--- config.mk ---
export PLATFORM = sky130hd
export DESIGN_NAME = implied_core
export DESIGN_NICKNAME = d
export VERILOG_FILES = /design/src/cpu_pkg.sv /design/src/alu.sv /design/src/implied_core.sv /design/src/implied_decoder.sv /design/src/program_counter.sv /design/src/register_file.sv /design/src/status_register.sv /design/src/step_sequencer.sv
export SDC_FILE = /design/constraint.sdc
export NUM_CORES = 1
export LEC_CHECK = 0
export BUFFER_PORTS_ARGS = -buffer_cell sky130_fd_sc_hd__buf_4
export CAP_MARGIN = 20
export CORE_ASPECT_RATIO = 1.2
export CORE_MARGIN = 10
export CORE_UTILIZATION = 30
export DETAILED_ROUTE_END_ITERATION = 12
export PLACE_DENSITY = 0.59
export SLEW_MARGIN = 20
export SYNTH_ARGS = -nofsm -noshare
export SYNTH_HDL_FRONTEND = slang
export SYNTH_SLANG_ARGS = --single-unit
--- constraint.sdc ---
create_clock -name clk -period 5.21 [get_ports clk]
set_input_delay 0.521 -clock clk [delete_from_list [all_inputs] [get_ports clk]]
set_output_delay 0.521 -clock clk [all_outputs]
set_load 0.03 [all_outputs]
--- src/cpu_pkg.sv ---
`default_nettype none

package cpu_pkg;

    typedef logic [7:0]  byte_t;
    typedef logic [15:0] addr_t;

    localparam byte_t SP_RESET = 8'hFF;
    localparam addr_t PC_RESET = 16'h0000;

    // Accumulator shifts and rotates
    localparam byte_t OP_ASL_A = 8'h0A;
    localparam byte_t OP_ROL_A = 8'h2A;
    localparam byte_t OP_LSR_A = 8'h4A;
    localparam byte_t OP_ROR_A = 8'h6A;

    // Index increments and decrements
    localparam byte_t OP_INX = 8'hE8;
    localparam byte_t OP_INY = 8'hC8;
    localparam byte_t OP_DEX = 8'hCA;
    localparam byte_t OP_DEY = 8'h88;

    // Register transfers
    localparam byte_t OP_TAX = 8'hAA;
    localparam byte_t OP_TAY = 8'hA8;
    localparam byte_t OP_TXA = 8'h8A;
    localparam byte_t OP_TYA = 8'h98;
    localparam byte_t OP_TSX = 8'hBA;
    localparam byte_t OP_TXS = 8'h9A;

    // Flag set and clear
    localparam byte_t OP_SEC = 8'h38;
    localparam byte_t OP_SED = 8'hF8;
    localparam byte_t OP_SEI = 8'h78;
    localparam byte_t OP_CLC = 8'h18;
    localparam byte_t OP_CLD = 8'hD8;
    localparam byte_t OP_CLI = 8'h58;
    localparam byte_t OP_CLV = 8'hB8;

    localparam byte_t OP_NOP = 8'hEA;

    typedef enum logic [1:0] {IDLE, T0, T1} step_e;

    typedef enum logic [2:0] {SB_NONE, SB_ACC, SB_X, SB_Y, SB_SP, SB_ALU} sb_src_e;
    typedef enum logic [1:0] {DB_NONE, DB_ACC, DB_SB, DB_ONES} db_src_e;
    typedef enum logic {ALU_A_SB, ALU_A_ZERO} alu_a_e;
    typedef enum logic [1:0] {ALU_NONE, ALU_ADD, ALU_ROT} alu_op_e;
    typedef enum logic [1:0] {CIN_ZERO, CIN_ONE, CIN_C} carry_in_e;
    typedef enum logic [2:0] {LD_NONE, LD_ACC, LD_X, LD_Y, LD_SP} reg_load_e;
    typedef enum logic [2:0] {PSR_NONE, PSR_C, PSR_D, PSR_I, PSR_V} psr_sel_e;

    typedef struct packed {
        sb_src_e   sb_src;
        db_src_e   db_src;
        alu_a_e    alu_a;
        alu_op_e   alu_op;
        carry_in_e carry_in;
        reg_load_e reg_load;
        logic      upd_nz;
        logic      upd_c;
        psr_sel_e  psr_sel;
        logic      psr_value;
        logic      pc_step;
    } ctrl_t;

    typedef struct packed {
        byte_t a;
        byte_t x;
        byte_t y;
        byte_t sp;
    } regs_t;

    typedef struct packed {
        logic n;
        logic v;
        logic d;
        logic i;
        logic z;
        logic c;
    } status_t;

endpackage

`default_nettype wire

--- src/alu.sv ---
`timescale 1ns/1ps
`default_nettype none

module alu import cpu_pkg::*; (
    input  logic  clk,
    input  logic  arst_n,
    input  ctrl_t ctrl,
    input  byte_t sb_bus,
    input  byte_t db_bus,
    input  logic  carry,
    output byte_t alu_result,
    output logic  alu_carry
);

    byte_t      a_in;
    logic       cin;
    logic [8:0] sum;
    byte_t      res_next;
    logic       carry_next;

    assign a_in = (ctrl.alu_a == ALU_A_ZERO) ? 8'h00 : sb_bus;

    always_comb begin
        case (ctrl.carry_in)
            CIN_ONE: cin = 1'b1;
            CIN_C:   cin = carry;
            default: cin = 1'b0;
        endcase
    end

    assign sum = {1'b0, a_in} + {1'b0, db_bus} + {8'h00, cin};

    always_comb begin
        if (ctrl.alu_op == ALU_ROT) begin
            // Carry in enters at bit 7, bit 0 falls out
            res_next   = {cin, a_in[7:1]};
            carry_next = a_in[0];
        end else begin
            res_next   = sum[7:0];
            carry_next = sum[8];
        end
    end

    always_ff @(posedge clk or negedge arst_n) begin
        if (!arst_n) begin
            alu_result <= 8'h00;
            alu_carry  <= 1'b0;
        end else if (ctrl.alu_op != ALU_NONE) begin
            alu_result <= res_next;
            alu_carry  <= carry_next;
        end
    end

endmodule

`default_nettype wire

--- src/implied_core.sv ---
`timescale 1ns/1ps
`default_nettype none

module implied_core import cpu_pkg::*; (
    input  logic    clk,
    input  logic    arst_n,
    input  logic    op_valid,
    input  byte_t   opcode,
    output logic    busy,
    output regs_t   regs,
    output status_t status,
    output addr_t   addr
);

    step_e step;
    byte_t op_latched;
    ctrl_t ctrl;
    byte_t sb_bus;
    byte_t db_bus;
    byte_t alu_result;
    logic  alu_carry;

    step_sequencer u_seq (
        .clk        (clk),
        .arst_n     (arst_n),
        .op_valid   (op_valid),
        .opcode     (opcode),
        .step       (step),
        .op_latched (op_latched),
        .busy       (busy)
    );

    implied_decoder u_dec (
        .step       (step),
        .op_latched (op_latched),
        .ctrl       (ctrl)
    );

    alu u_alu (
        .clk        (clk),
        .arst_n     (arst_n),
        .ctrl       (ctrl),
        .sb_bus     (sb_bus),
        .db_bus     (db_bus),
        .carry      (status.c),
        .alu_result (alu_result),
        .alu_carry  (alu_carry)
    );

    register_file u_regs (
        .clk        (clk),
        .arst_n     (arst_n),
        .ctrl       (ctrl),
        .alu_result (alu_result),
        .sb_bus     (sb_bus),
        .db_bus     (db_bus),
        .regs       (regs)
    );

    status_register u_psr (
        .clk        (clk),
        .arst_n     (arst_n),
        .ctrl       (ctrl),
        .sb_bus     (sb_bus),
        .alu_carry  (alu_carry),
        .status     (status)
    );

    program_counter u_pc (
        .clk        (clk),
        .arst_n     (arst_n),
        .ctrl       (ctrl),
        .addr       (addr)
    );

endmodule

`default_nettype wire

--- src/implied_decoder.sv ---
`timescale 1ns/1ps
`default_nettype none

module implied_decoder import cpu_pkg::*; (
    input  step_e step,
    input  byte_t op_latched,
    output ctrl_t ctrl
);

    ctrl_t     t0;
    reg_load_e wb_reg;

    function automatic ctrl_t alu_word(sb_src_e sb, db_src_e db, alu_a_e a, carry_in_e cin,
                                       alu_op_e op);
        ctrl_t w;
        w          = '0;
        w.sb_src   = sb;
        w.db_src   = db;
        w.alu_a    = a;
        w.carry_in = cin;
        w.alu_op   = op;
        return w;
    endfunction

    function automatic ctrl_t xfer_word(sb_src_e sb, reg_load_e dst, logic nz);
        ctrl_t w;
        w          = '0;
        w.sb_src   = sb;
        w.reg_load = dst;
        w.upd_nz   = nz;
        return w;
    endfunction

    function automatic ctrl_t flag_word(psr_sel_e sel, logic value);
        ctrl_t w;
        w           = '0;
        w.psr_sel   = sel;
        w.psr_value = value;
        return w;
    endfunction

    // T0 control word per opcode, unknown opcodes fall through as NOP
    always_comb begin
        case (op_latched)
            OP_ASL_A: t0 = alu_word(SB_ACC, DB_ACC,  ALU_A_SB,   CIN_ZERO, ALU_ADD);
            OP_ROL_A: t0 = alu_word(SB_ACC, DB_ACC,  ALU_A_SB,   CIN_C,    ALU_ADD);
            OP_LSR_A: t0 = alu_word(SB_ACC, DB_NONE, ALU_A_SB,   CIN_ZERO, ALU_ROT);
            OP_ROR_A: t0 = alu_word(SB_ACC, DB_NONE, ALU_A_SB,   CIN_C,    ALU_ROT);
            // Decrement adds FF, increment adds 0 plus carry in
            OP_DEX:   t0 = alu_word(SB_X,   DB_ONES, ALU_A_SB,   CIN_ZERO, ALU_ADD);
            OP_DEY:   t0 = alu_word(SB_Y,   DB_ONES, ALU_A_SB,   CIN_ZERO, ALU_ADD);
            OP_INX:   t0 = alu_word(SB_X,   DB_SB,   ALU_A_ZERO, CIN_ONE,  ALU_ADD);
            OP_INY:   t0 = alu_word(SB_Y,   DB_SB,   ALU_A_ZERO, CIN_ONE,  ALU_ADD);
            OP_TAX:   t0 = xfer_word(SB_ACC, LD_X,   1'b1);
            OP_TAY:   t0 = xfer_word(SB_ACC, LD_Y,   1'b1);
            OP_TXA:   t0 = xfer_word(SB_X,   LD_ACC, 1'b1);
            OP_TYA:   t0 = xfer_word(SB_Y,   LD_ACC, 1'b1);
            OP_TSX:   t0 = xfer_word(SB_SP,  LD_X,   1'b1);
            // TXS leaves N and Z alone
            OP_TXS:   t0 = xfer_word(SB_X,   LD_SP,  1'b0);
            OP_SEC:   t0 = flag_word(PSR_C, 1'b1);
            OP_SED:   t0 = flag_word(PSR_D, 1'b1);
            OP_SEI:   t0 = flag_word(PSR_I, 1'b1);
            OP_CLC:   t0 = flag_word(PSR_C, 1'b0);
            OP_CLD:   t0 = flag_word(PSR_D, 1'b0);
            OP_CLI:   t0 = flag_word(PSR_I, 1'b0);
            OP_CLV:   t0 = flag_word(PSR_V, 1'b0);
            default:  t0 = '0;
        endcase
    end

    // ALU ops write back into the register they read from
    always_comb begin
        case (t0.sb_src)
            SB_ACC:  wb_reg = LD_ACC;
            SB_X:    wb_reg = LD_X;
            SB_Y:    wb_reg = LD_Y;
            default: wb_reg = LD_NONE;
        endcase
    end

    always_comb begin
        ctrl = '0;
        case (step)
            T0: ctrl = t0;
            T1: begin
                ctrl.pc_step = 1'b1;
                if (t0.alu_op != ALU_NONE) begin
                    ctrl.sb_src   = SB_ALU;
                    ctrl.reg_load = wb_reg;
                    ctrl.upd_nz   = 1'b1;
                    // Only the accumulator shifts touch C
                    ctrl.upd_c    = (t0.sb_src == SB_ACC);
                end
            end
            default: ctrl = '0;
        endcase
    end

endmodule

`default_nettype wire

--- src/program_counter.sv ---
`timescale 1ns/1ps
`default_nettype none

module program_counter import cpu_pkg::*; (
    input  logic  clk,
    input  logic  arst_n,
    input  ctrl_t ctrl,
    output addr_t addr
);

    addr_t pc;
    addr_t pc_inc;
    byte_t abh;
    byte_t abl;

    assign pc_inc = pc + 16'd1;
    assign addr   = {abh, abl};

    // Address latches pick up the incremented PC in the same step
    always_ff @(posedge clk or negedge arst_n) begin
        if (!arst_n) begin
            pc  <= PC_RESET;
            abh <= PC_RESET[15:8];
            abl <= PC_RESET[7:0];
        end else if (ctrl.pc_step) begin
            pc  <= pc_inc;
            abh <= pc_inc[15:8];
            abl <= pc_inc[7:0];
        end
    end

endmodule

`default_nettype wire

--- src/register_file.sv ---
`timescale 1ns/1ps
`default_nettype none

module register_file import cpu_pkg::*; (
    input  logic  clk,
    input  logic  arst_n,
    input  ctrl_t ctrl,
    input  byte_t alu_result,
    output byte_t sb_bus,
    output byte_t db_bus,
    output regs_t regs
);

    regs_t r;

    assign regs = r;

    // Stack bus source
    always_comb begin
        case (ctrl.sb_src)
            SB_ACC:  sb_bus = r.a;
            SB_X:    sb_bus = r.x;
            SB_Y:    sb_bus = r.y;
            SB_SP:   sb_bus = r.sp;
            SB_ALU:  sb_bus = alu_result;
            default: sb_bus = 8'h00;
        endcase
    end

    // Data bus source, SB can be bridged across
    always_comb begin
        case (ctrl.db_src)
            DB_ACC:  db_bus = r.a;
            DB_SB:   db_bus = sb_bus;
            DB_ONES: db_bus = 8'hFF;
            default: db_bus = 8'h00;
        endcase
    end

    // Transfers in T0 and ALU writeback in T1 both load from SB
    always_ff @(posedge clk or negedge arst_n) begin
        if (!arst_n) begin
            r.a  <= 8'h00;
            r.x  <= 8'h00;
            r.y  <= 8'h00;
            r.sp <= SP_RESET;
        end else begin
            case (ctrl.reg_load)
                LD_ACC:  r.a  <= sb_bus;
                LD_X:    r.x  <= sb_bus;
                LD_Y:    r.y  <= sb_bus;
                LD_SP:   r.sp <= sb_bus;
                default: ;
            endcase
        end
    end

endmodule

`default_nettype wire

--- src/status_register.sv ---
`timescale 1ns/1ps
`default_nettype none

module status_register import cpu_pkg::*; (
    input  logic    clk,
    input  logic    arst_n,
    input  ctrl_t   ctrl,
    input  byte_t   sb_bus,
    input  logic    alu_carry,
    output status_t status
);

    status_t p;

    assign status = p;

    always_ff @(posedge clk or negedge arst_n) begin
        if (!arst_n) begin
            p <= '0;
        end else begin
            // Explicit set and clear
            case (ctrl.psr_sel)
                PSR_C:   p.c <= ctrl.psr_value;
                PSR_D:   p.d <= ctrl.psr_value;
                PSR_I:   p.i <= ctrl.psr_value;
                PSR_V:   p.v <= ctrl.psr_value;
                default: ;
            endcase

            // N and Z follow whatever is written over SB
            if (ctrl.upd_nz) begin
                p.n <= sb_bus[7];
                p.z <= (sb_bus == 8'h00);
            end

            if (ctrl.upd_c) begin
                p.c <= alu_carry;
            end
        end
    end

endmodule

`default_nettype wire

--- src/step_sequencer.sv ---
`timescale 1ns/1ps
`default_nettype none

module step_sequencer import cpu_pkg::*; (
    input  logic  clk,
    input  logic  arst_n,
    input  logic  op_valid,
    input  byte_t opcode,
    output step_e step,
    output byte_t op_latched,
    output logic  busy
);

    logic accept;

    // Strobes only count while idle
    assign accept = op_valid && (step == IDLE);
    assign busy   = (step != IDLE);

    always_ff @(posedge clk or negedge arst_n) begin
        if (!arst_n) begin
            step <= IDLE;
        end else begin
            case (step)
                IDLE:    step <= accept ? T0 : IDLE;
                T0:      step <= T1;
                default: step <= IDLE;
            endcase
        end
    end

    // Opcode held for both steps
    always_ff @(posedge clk) begin
        if (accept) begin
            op_latched <= opcode;
        end
    end

endmodule

`default_nettype wire

# Word level (Yosys, flattened, before mapping)
# Index checks and enable logic that the tools add are counted.
[classes]
add_sub_neg = 3
mul = 0
div_mod_pow = 0
magnitude_cmp = 0
n_eq_ne = 45
shift = 0
n_mux = 19
bitwise_logic = 0
n_reduce_logical = 7
[op_table]
columns = ["cell", "n"]
rows = [
  ["one-hot mux 20 bit (21 select lines)", 1],
  ["equality test 8 bit, second input constant", 13],
  ["one-hot mux 8 bit (5 select lines)", 1],
  ["equality test 8 x 7 -> 1 bit, second input constant", 4],
  ["equality test 3 x 2 -> 1 bit, second input constant", 8],
  ["one-hot mux 8 bit (3 select lines)", 1],
  ["adder 16 x 1 -> 16 bit, second input constant", 1],
  ["equality test 8 x 6 -> 1 bit, second input constant", 2],
  ["2-to-1 mux 8 bit", 2],
  ["equality test 3 x 1 -> 1 bit, second input constant", 4],
  ["equality test 3 bit, second input constant", 4],
  ["equality test 2 bit, second input constant", 5],
  ["one-hot mux 5 bit (2 select lines)", 1],
  ["adder 8 x 8 -> 9 bit", 1],
  ["adder 9 x 1 -> 9 bit", 1],
  ["equality test 8 x 4 -> 1 bit, second input constant", 1],
  ["equality test 8 x 5 -> 1 bit, second input constant", 1],
  ["zero test 8 bit", 1],
  ["2-to-1 mux 4 bit", 2],
  ["nonzero test 2 bit", 4],
  ["2-to-1 mux 7 bit", 1],
  ["equality test 2 x 1 -> 1 bit, second input constant", 3],
  ["one-hot mux 2 bit (3 select lines)", 1],
  ["one-hot mux 3 bit (2 select lines)", 1],
  ["other kinds (6)", 10],
]
[word_totals]
reg_bits = 89
latch_bits = 0
ramBits = 0
mem_bits_ro = 0
inputBits = 11
out_inout_bits = 55
wordCells = 91
mem_count = 0

# Longest topological paths before layout
[depth]
ltp_word = 11
depth_mapped = 20

# Hierarchy
# Synthesis repeated with hierarchy kept, for this count alone.
[hier_totals]
hier_cells = 451
hier_area_um2 = 4559.4
[by_module_without_submodules]
columns = ["mod", "n_inst", "cells_per_inst", "area_each_um2", "seq_area_each_um2"]
rows = [
  ["register_file", 1, 176, 1781.7, 810.8],
  ["alu", 1, 109, 954.7, 225.2],
  ["program_counter", 1, 58, 718.2, 400.4],
  ["implied_decoder", 1, 74, 515.5, 0.0],
  ["step_sequencer", 1, 13, 312.8, 290.3],
  ["status_register", 1, 21, 276.5, 150.1],
]

# Worst setup path before layout
# OpenSTA, ideal clock, no wires.
[synth_timing]
kind = "register to register"
start = "reg u_seq.op_latched[1]"
end = "reg u_alu.alu_carry"
setup_time_ns = 0.095
arrival_ns = 4.059
required_time_ns = 5.115
setup_slack_ns = 1.056
path_stages_with_launch = 20
period_less_slack_ns = 4.154
path_cell_list = "edfxtp_1 > buf_2 > clkbuf_1 > a31oi_1 > o2111ai_1 > buf_2 > or4_1 > inv_1 > ha_1 > or2_2 > fa_1 > fa_1 > nor2b_1 > o21ai_0 > a21boi_0 > o21ai_0 > nand2b_1 > a21o_1 > a21oi_1 > o31ai_1"
[synth_between]
elab_chain_len = 11
elab_cells_between_ends = 45
cone_classes = "add/sub (2); eq/ne (32); mux (9); reduce/logical (2)"
[synth_lines]
columns = ["item", "line", "source"]
rows = [
  ["start: declaration", "step_sequencer.sv:10", "output byte_t op_latched,"],
  ["start signal: assignment", "step_sequencer.sv:35", "op_latched <= opcode;"],
  ["equality test 8 bit (tied with other cells)", "implied_decoder.sv:44", "case (op_latched)"],
  ["one-hot mux 20 bit (21 select lines) *", "implied_decoder.sv:44", ""],
  ["nonzero test 2 bit", "implied_decoder.sv:88", "if (t0.alu_op != ALU_NONE) begin"],
  ["2-to-1 mux 3 bit", "implied_decoder.sv:88", ""],
  ["one-hot mux 3 bit (2 select lines)", "implied_decoder.sv:84", "case (step)"],
  ["equality test 3 bit (tied with other cells)", "register_file.sv:20", "case (ctrl.sb_src)"],
  ["one-hot mux 8 bit (5 select lines)", "register_file.sv:20", ""],
  ["one-hot mux 8 bit (3 select lines) or 2-to-1 mux 8 bit (tied branches)", "register_file.sv:32, alu.sv:21", ""],
  ["adder 8 x 8 -> 9 bit", "alu.sv:31", "assign sum = {1'b0, a_in} + {1'b0, db_bus} + {8'h00, cin};"],
  ["adder 9 x 1 -> 9 bit", "alu.sv:31", ""],
  ["2-to-1 mux 1 bit", "alu.sv:34", "if (ctrl.alu_op == ALU_ROT) begin"],
  ["end signal: assignment", "alu.sv:50", "alu_carry <= carry_next;"],
  ["end: declaration", "alu.sv:12", "output logic alu_carry"],
]
# Mark *: on every way between the ends. The rest lies on a longest branch, timed or not.
# A chain may end at the register's enable or synchronous reset.

# Worst setup path in the final report
[layout_timing]
start = "reg u_seq.op_latched[7]"
end = "reg u_alu.alu_carry"
# Same word-level chain as after synthesis.

==> reports/metrics.csv <==
metric,value,unit
status,completed,
CTS buffer count,9,
initial core utilization,30.6,%
routed wire length,11.9,mm
Worst Path Required,5.45,ns
Port Buffer Count,65,
Hold Slack,0.271,ns
Remaining DRCs,0,
global route overflow,0,
antenna cell count,0,
Worst Hold Class,primary input to async pin,
CTS tree,done,
Leak,2.40,nW
worst-margin pin slew,0.889,ns
Max Root-Sink Buffers,2,
Final nets,506,
Die H,150,um
Via-to-Cell Ratio,5.20,
Setup TNS,0,ns
achievable clock frequency,0.216,GHz
initial DRC count,228,
synthesized flop and latch total,73,
total power,1.60,mW
pwr dens,304,nW/um2
post-route design area,5260,um2
fillers,1417,
Max-Slew Margin vs Limit,40.6,%
row count,47,
area grow syn2layout,24.7,%
Avg Synthesized Cell Area,10.2,um2
post-CTS setup buffers,0,
Max Cap Viol,0,
core outline area,13800,um2
Final period util,89.0,%
global-route wire length before repair,19.9,mm
drt pass-1 iters,5,
ys async rst share,89.0,%
"EDFF count, synth",8,
sequential share of the synthesized area,44.5,%
clock sinks,73,
largest net degree at the start of global routing,66,
"CTS clk-pin slew, worst paths",0.06,ns
Placement Cell Area,4900,um2
Tmin final,4.64,ns
Gate Count Post-Synth,412,
arrival time at the worst endpoint,4.88,ns
global-route usage over all layers,12.8,%
Setup crit end kind,flip-flop,
share of layout cells above drive strength 1,30.2,%
final worst setup slack,0.575,ns
predominant post-synthesis flop cell,dfrtp_1,
"Setup violations, final",0,
DR WL/cell,18.2,um
CTS root buffer,clkbuf_16,
final std cells w/o fill,655,
DP HPWL,9.06,mm
Final Skew,0.00572,ns
Cell variety after synth,58,
critical path class,flip-flop to flip-flop,
placed instance count,639,
Post-DRT Antenna Nets,0,
syn nets,439,
Pins Over Slew Limit,0,
clock latency on the worst-skew pair,0.33,ns
die area,19200,um2
maximum vdd ir drop,0.232,mV
Placer Congestion,0.890,
hold buffers post-CTS,0,
initial antenna violation count,0,
die width,128,um
H-tree Lvls,3,
vias in the first global route,3690,
CP Launch Type,flip-flop,
Fin. Hold Viols,0,
final core utilization,38.2,%
Syn. warnings,0,
Resized Gates After CTS,0,
io pins,66,
RSZ-0062 raised after global routing,false,
worst-path fanout max,15,
DP Worst Slack,0.621,ns
post-synth design cell area,4210,um2
DR vias,3407,
worst paths after layout:
| path | startpoint | to | slack [ns] | cells after the start |
|---|---|---|---|---|
| worst min register to register | u_pc.abh[7] | u_pc.abh[7] | 0.47 | 1 |
| worst min-delay path | arst_n | u_regs.regs[25] | 0.27 | 1 |
| worst max-delay path | u_seq.op_latched[7] | u_alu.alu_carry | 0.57 | 16 |
| worst max register to register | u_seq.op_latched[7] | u_alu.alu_carry | 0.57 | 16 |
| min in group clk | opcode[6] | u_seq.op_latched[6] | 0.36 | 1 |
| max in group asynchronous | arst_n | u_regs.regs[19] | 4.38 | 1 |
cells by family (layout without fill, tap and decap cells):
| logic type | count (synthesis) | after routing | share of synthesized area [%] |
|---|---|---|---|
| adder cells (fa/ha/maj) | 16 | 16 | 5.11 |
| multiplexers | 45 | 45 | 12.0 |
| XOR/XNOR | 20 | 20 | 4.16 |
| flip-flops | 73 | 73 | 44.5 |
| buffers and inverters | 30 | 102 | 2.94 |
| AO/OA/AOI/OAI | 94 | 94 | 14.3 |
| AND/OR/NAND/NOR | 134 | 134 | 17.0 |
report_power, final:
part,internal [mW],total [mW],switching (mW),leakage [nW]
Combinational,0.0830,0.217,0.134,1.29
Clock,0.468,0.709,0.241,0.171
Sequential,0.622,0.670,0.0477,0.938
state kept, by name, summed over array words and instances, names as in the netlist:
name	cells
u_psr.status	6
u_pc.pc	1
u_seq.op_latched	8
u_alu.alu_result	8
u_regs.regs	32
u_seq.step	2
u_pc.abl	7
u_alu.alu_carry	1
u_pc.abh	8
final cells by class:
cell class / instances / area [um2] / share of cell area, %
multi-input combinational: 309 / 2210 / 42.1
sequential: 73 / 1880 / 35.7
tap: 171 / 214 / 4.07
clock buffer: 14 / 317 / 6.02
timing repair buffer: 73 / 548 / 10.4
clock inverter: 2 / 37.5 / 0.714
inverter: 13 / 48.8 / 0.929
synthesized netlist by cell type (all sizes together) (3+ instances only):
library cell	count	area (um2)
edfxtp	8	240
nand2b	9	56.3
buf	7	37.5
xnor2	14	123
a21oi	17	85.1
clkbuf	10	37.5
mux2	43	484
o21ai	37	185
inv	13	48.8
nand4	3	18.8
a21o	5	37.5
nand3	7	35.0
nor2	11	43.8
dfrtp	57	1430
and3	5	31.3
or3	6	42.5
nor3	6	30.0
nor2b	10	62.6
xor2	6	52.6
a221o	7	70.1
o22ai	7	43.8
nand2	52	195
dfstp	8	210
and2	11	68.8
a31oi	3	18.8
ha	14	175
nor4	6	65.1
cells in the final DEF, fill, tap and decap left out, types with 3 or more instances in the layout:
master / count
a21oi_1: 17
nor3_1: 6
buf_4: 73
nand3_1: 7
a221o_1: 7
nand2b_1: 9
mux2_1: 4
nor4_1: 3
and2_1: 11
mux2_2: 39
nand2_1: 52
o21ai_0: 19
a21o_1: 5
xor2_1: 6
and3_1: 5
nand4_1: 3
or3_1: 5
a31oi_1: 3
o22ai_1: 7
xnor2_1: 14
nor2_1: 10
edfxtp_1: 8
dfrtp_1: 57
o21ai_1: 18
ha_1: 14
clkbuf_8: 3
clkbuf_16: 11
dfstp_2: 8
nor2b_1: 10
inv_1: 11
per-layer routing:
| layer | vias up | track usage [%] | wire length (um) |
|---|---|---|---|
| met2 | 91 | 21.0 | 5930 |
| met4 | 0 | 5.30 | 235 |
| met5 | - | 0 | 0 |
| li1 | 1618 | - | - |
| met3 | 22 | 3.36 | 628 |
| met1 | 1676 | 15.5 | 5140 |
worst max-delay path: stages (launching register included):
cell,delay [ns]
edfxtp_1,0.66
nand2b_1,0.19
a31oi_1,0.20
o2111ai_1,0.14
or4_1,0.70
ha_1,0.37
or2_2,0.31
fa_1,0.41
fa_1,0.43
nor2b_1,0.12
o21ai_0,0.11
a21boi_0,0.27
o21ai_0,0.11
nand2b_1,0.12
a21o_1,0.12
a21oi_1,0.06
o31ai_1,0.22
Note: power is estimated with default switching activity, not from simulation.
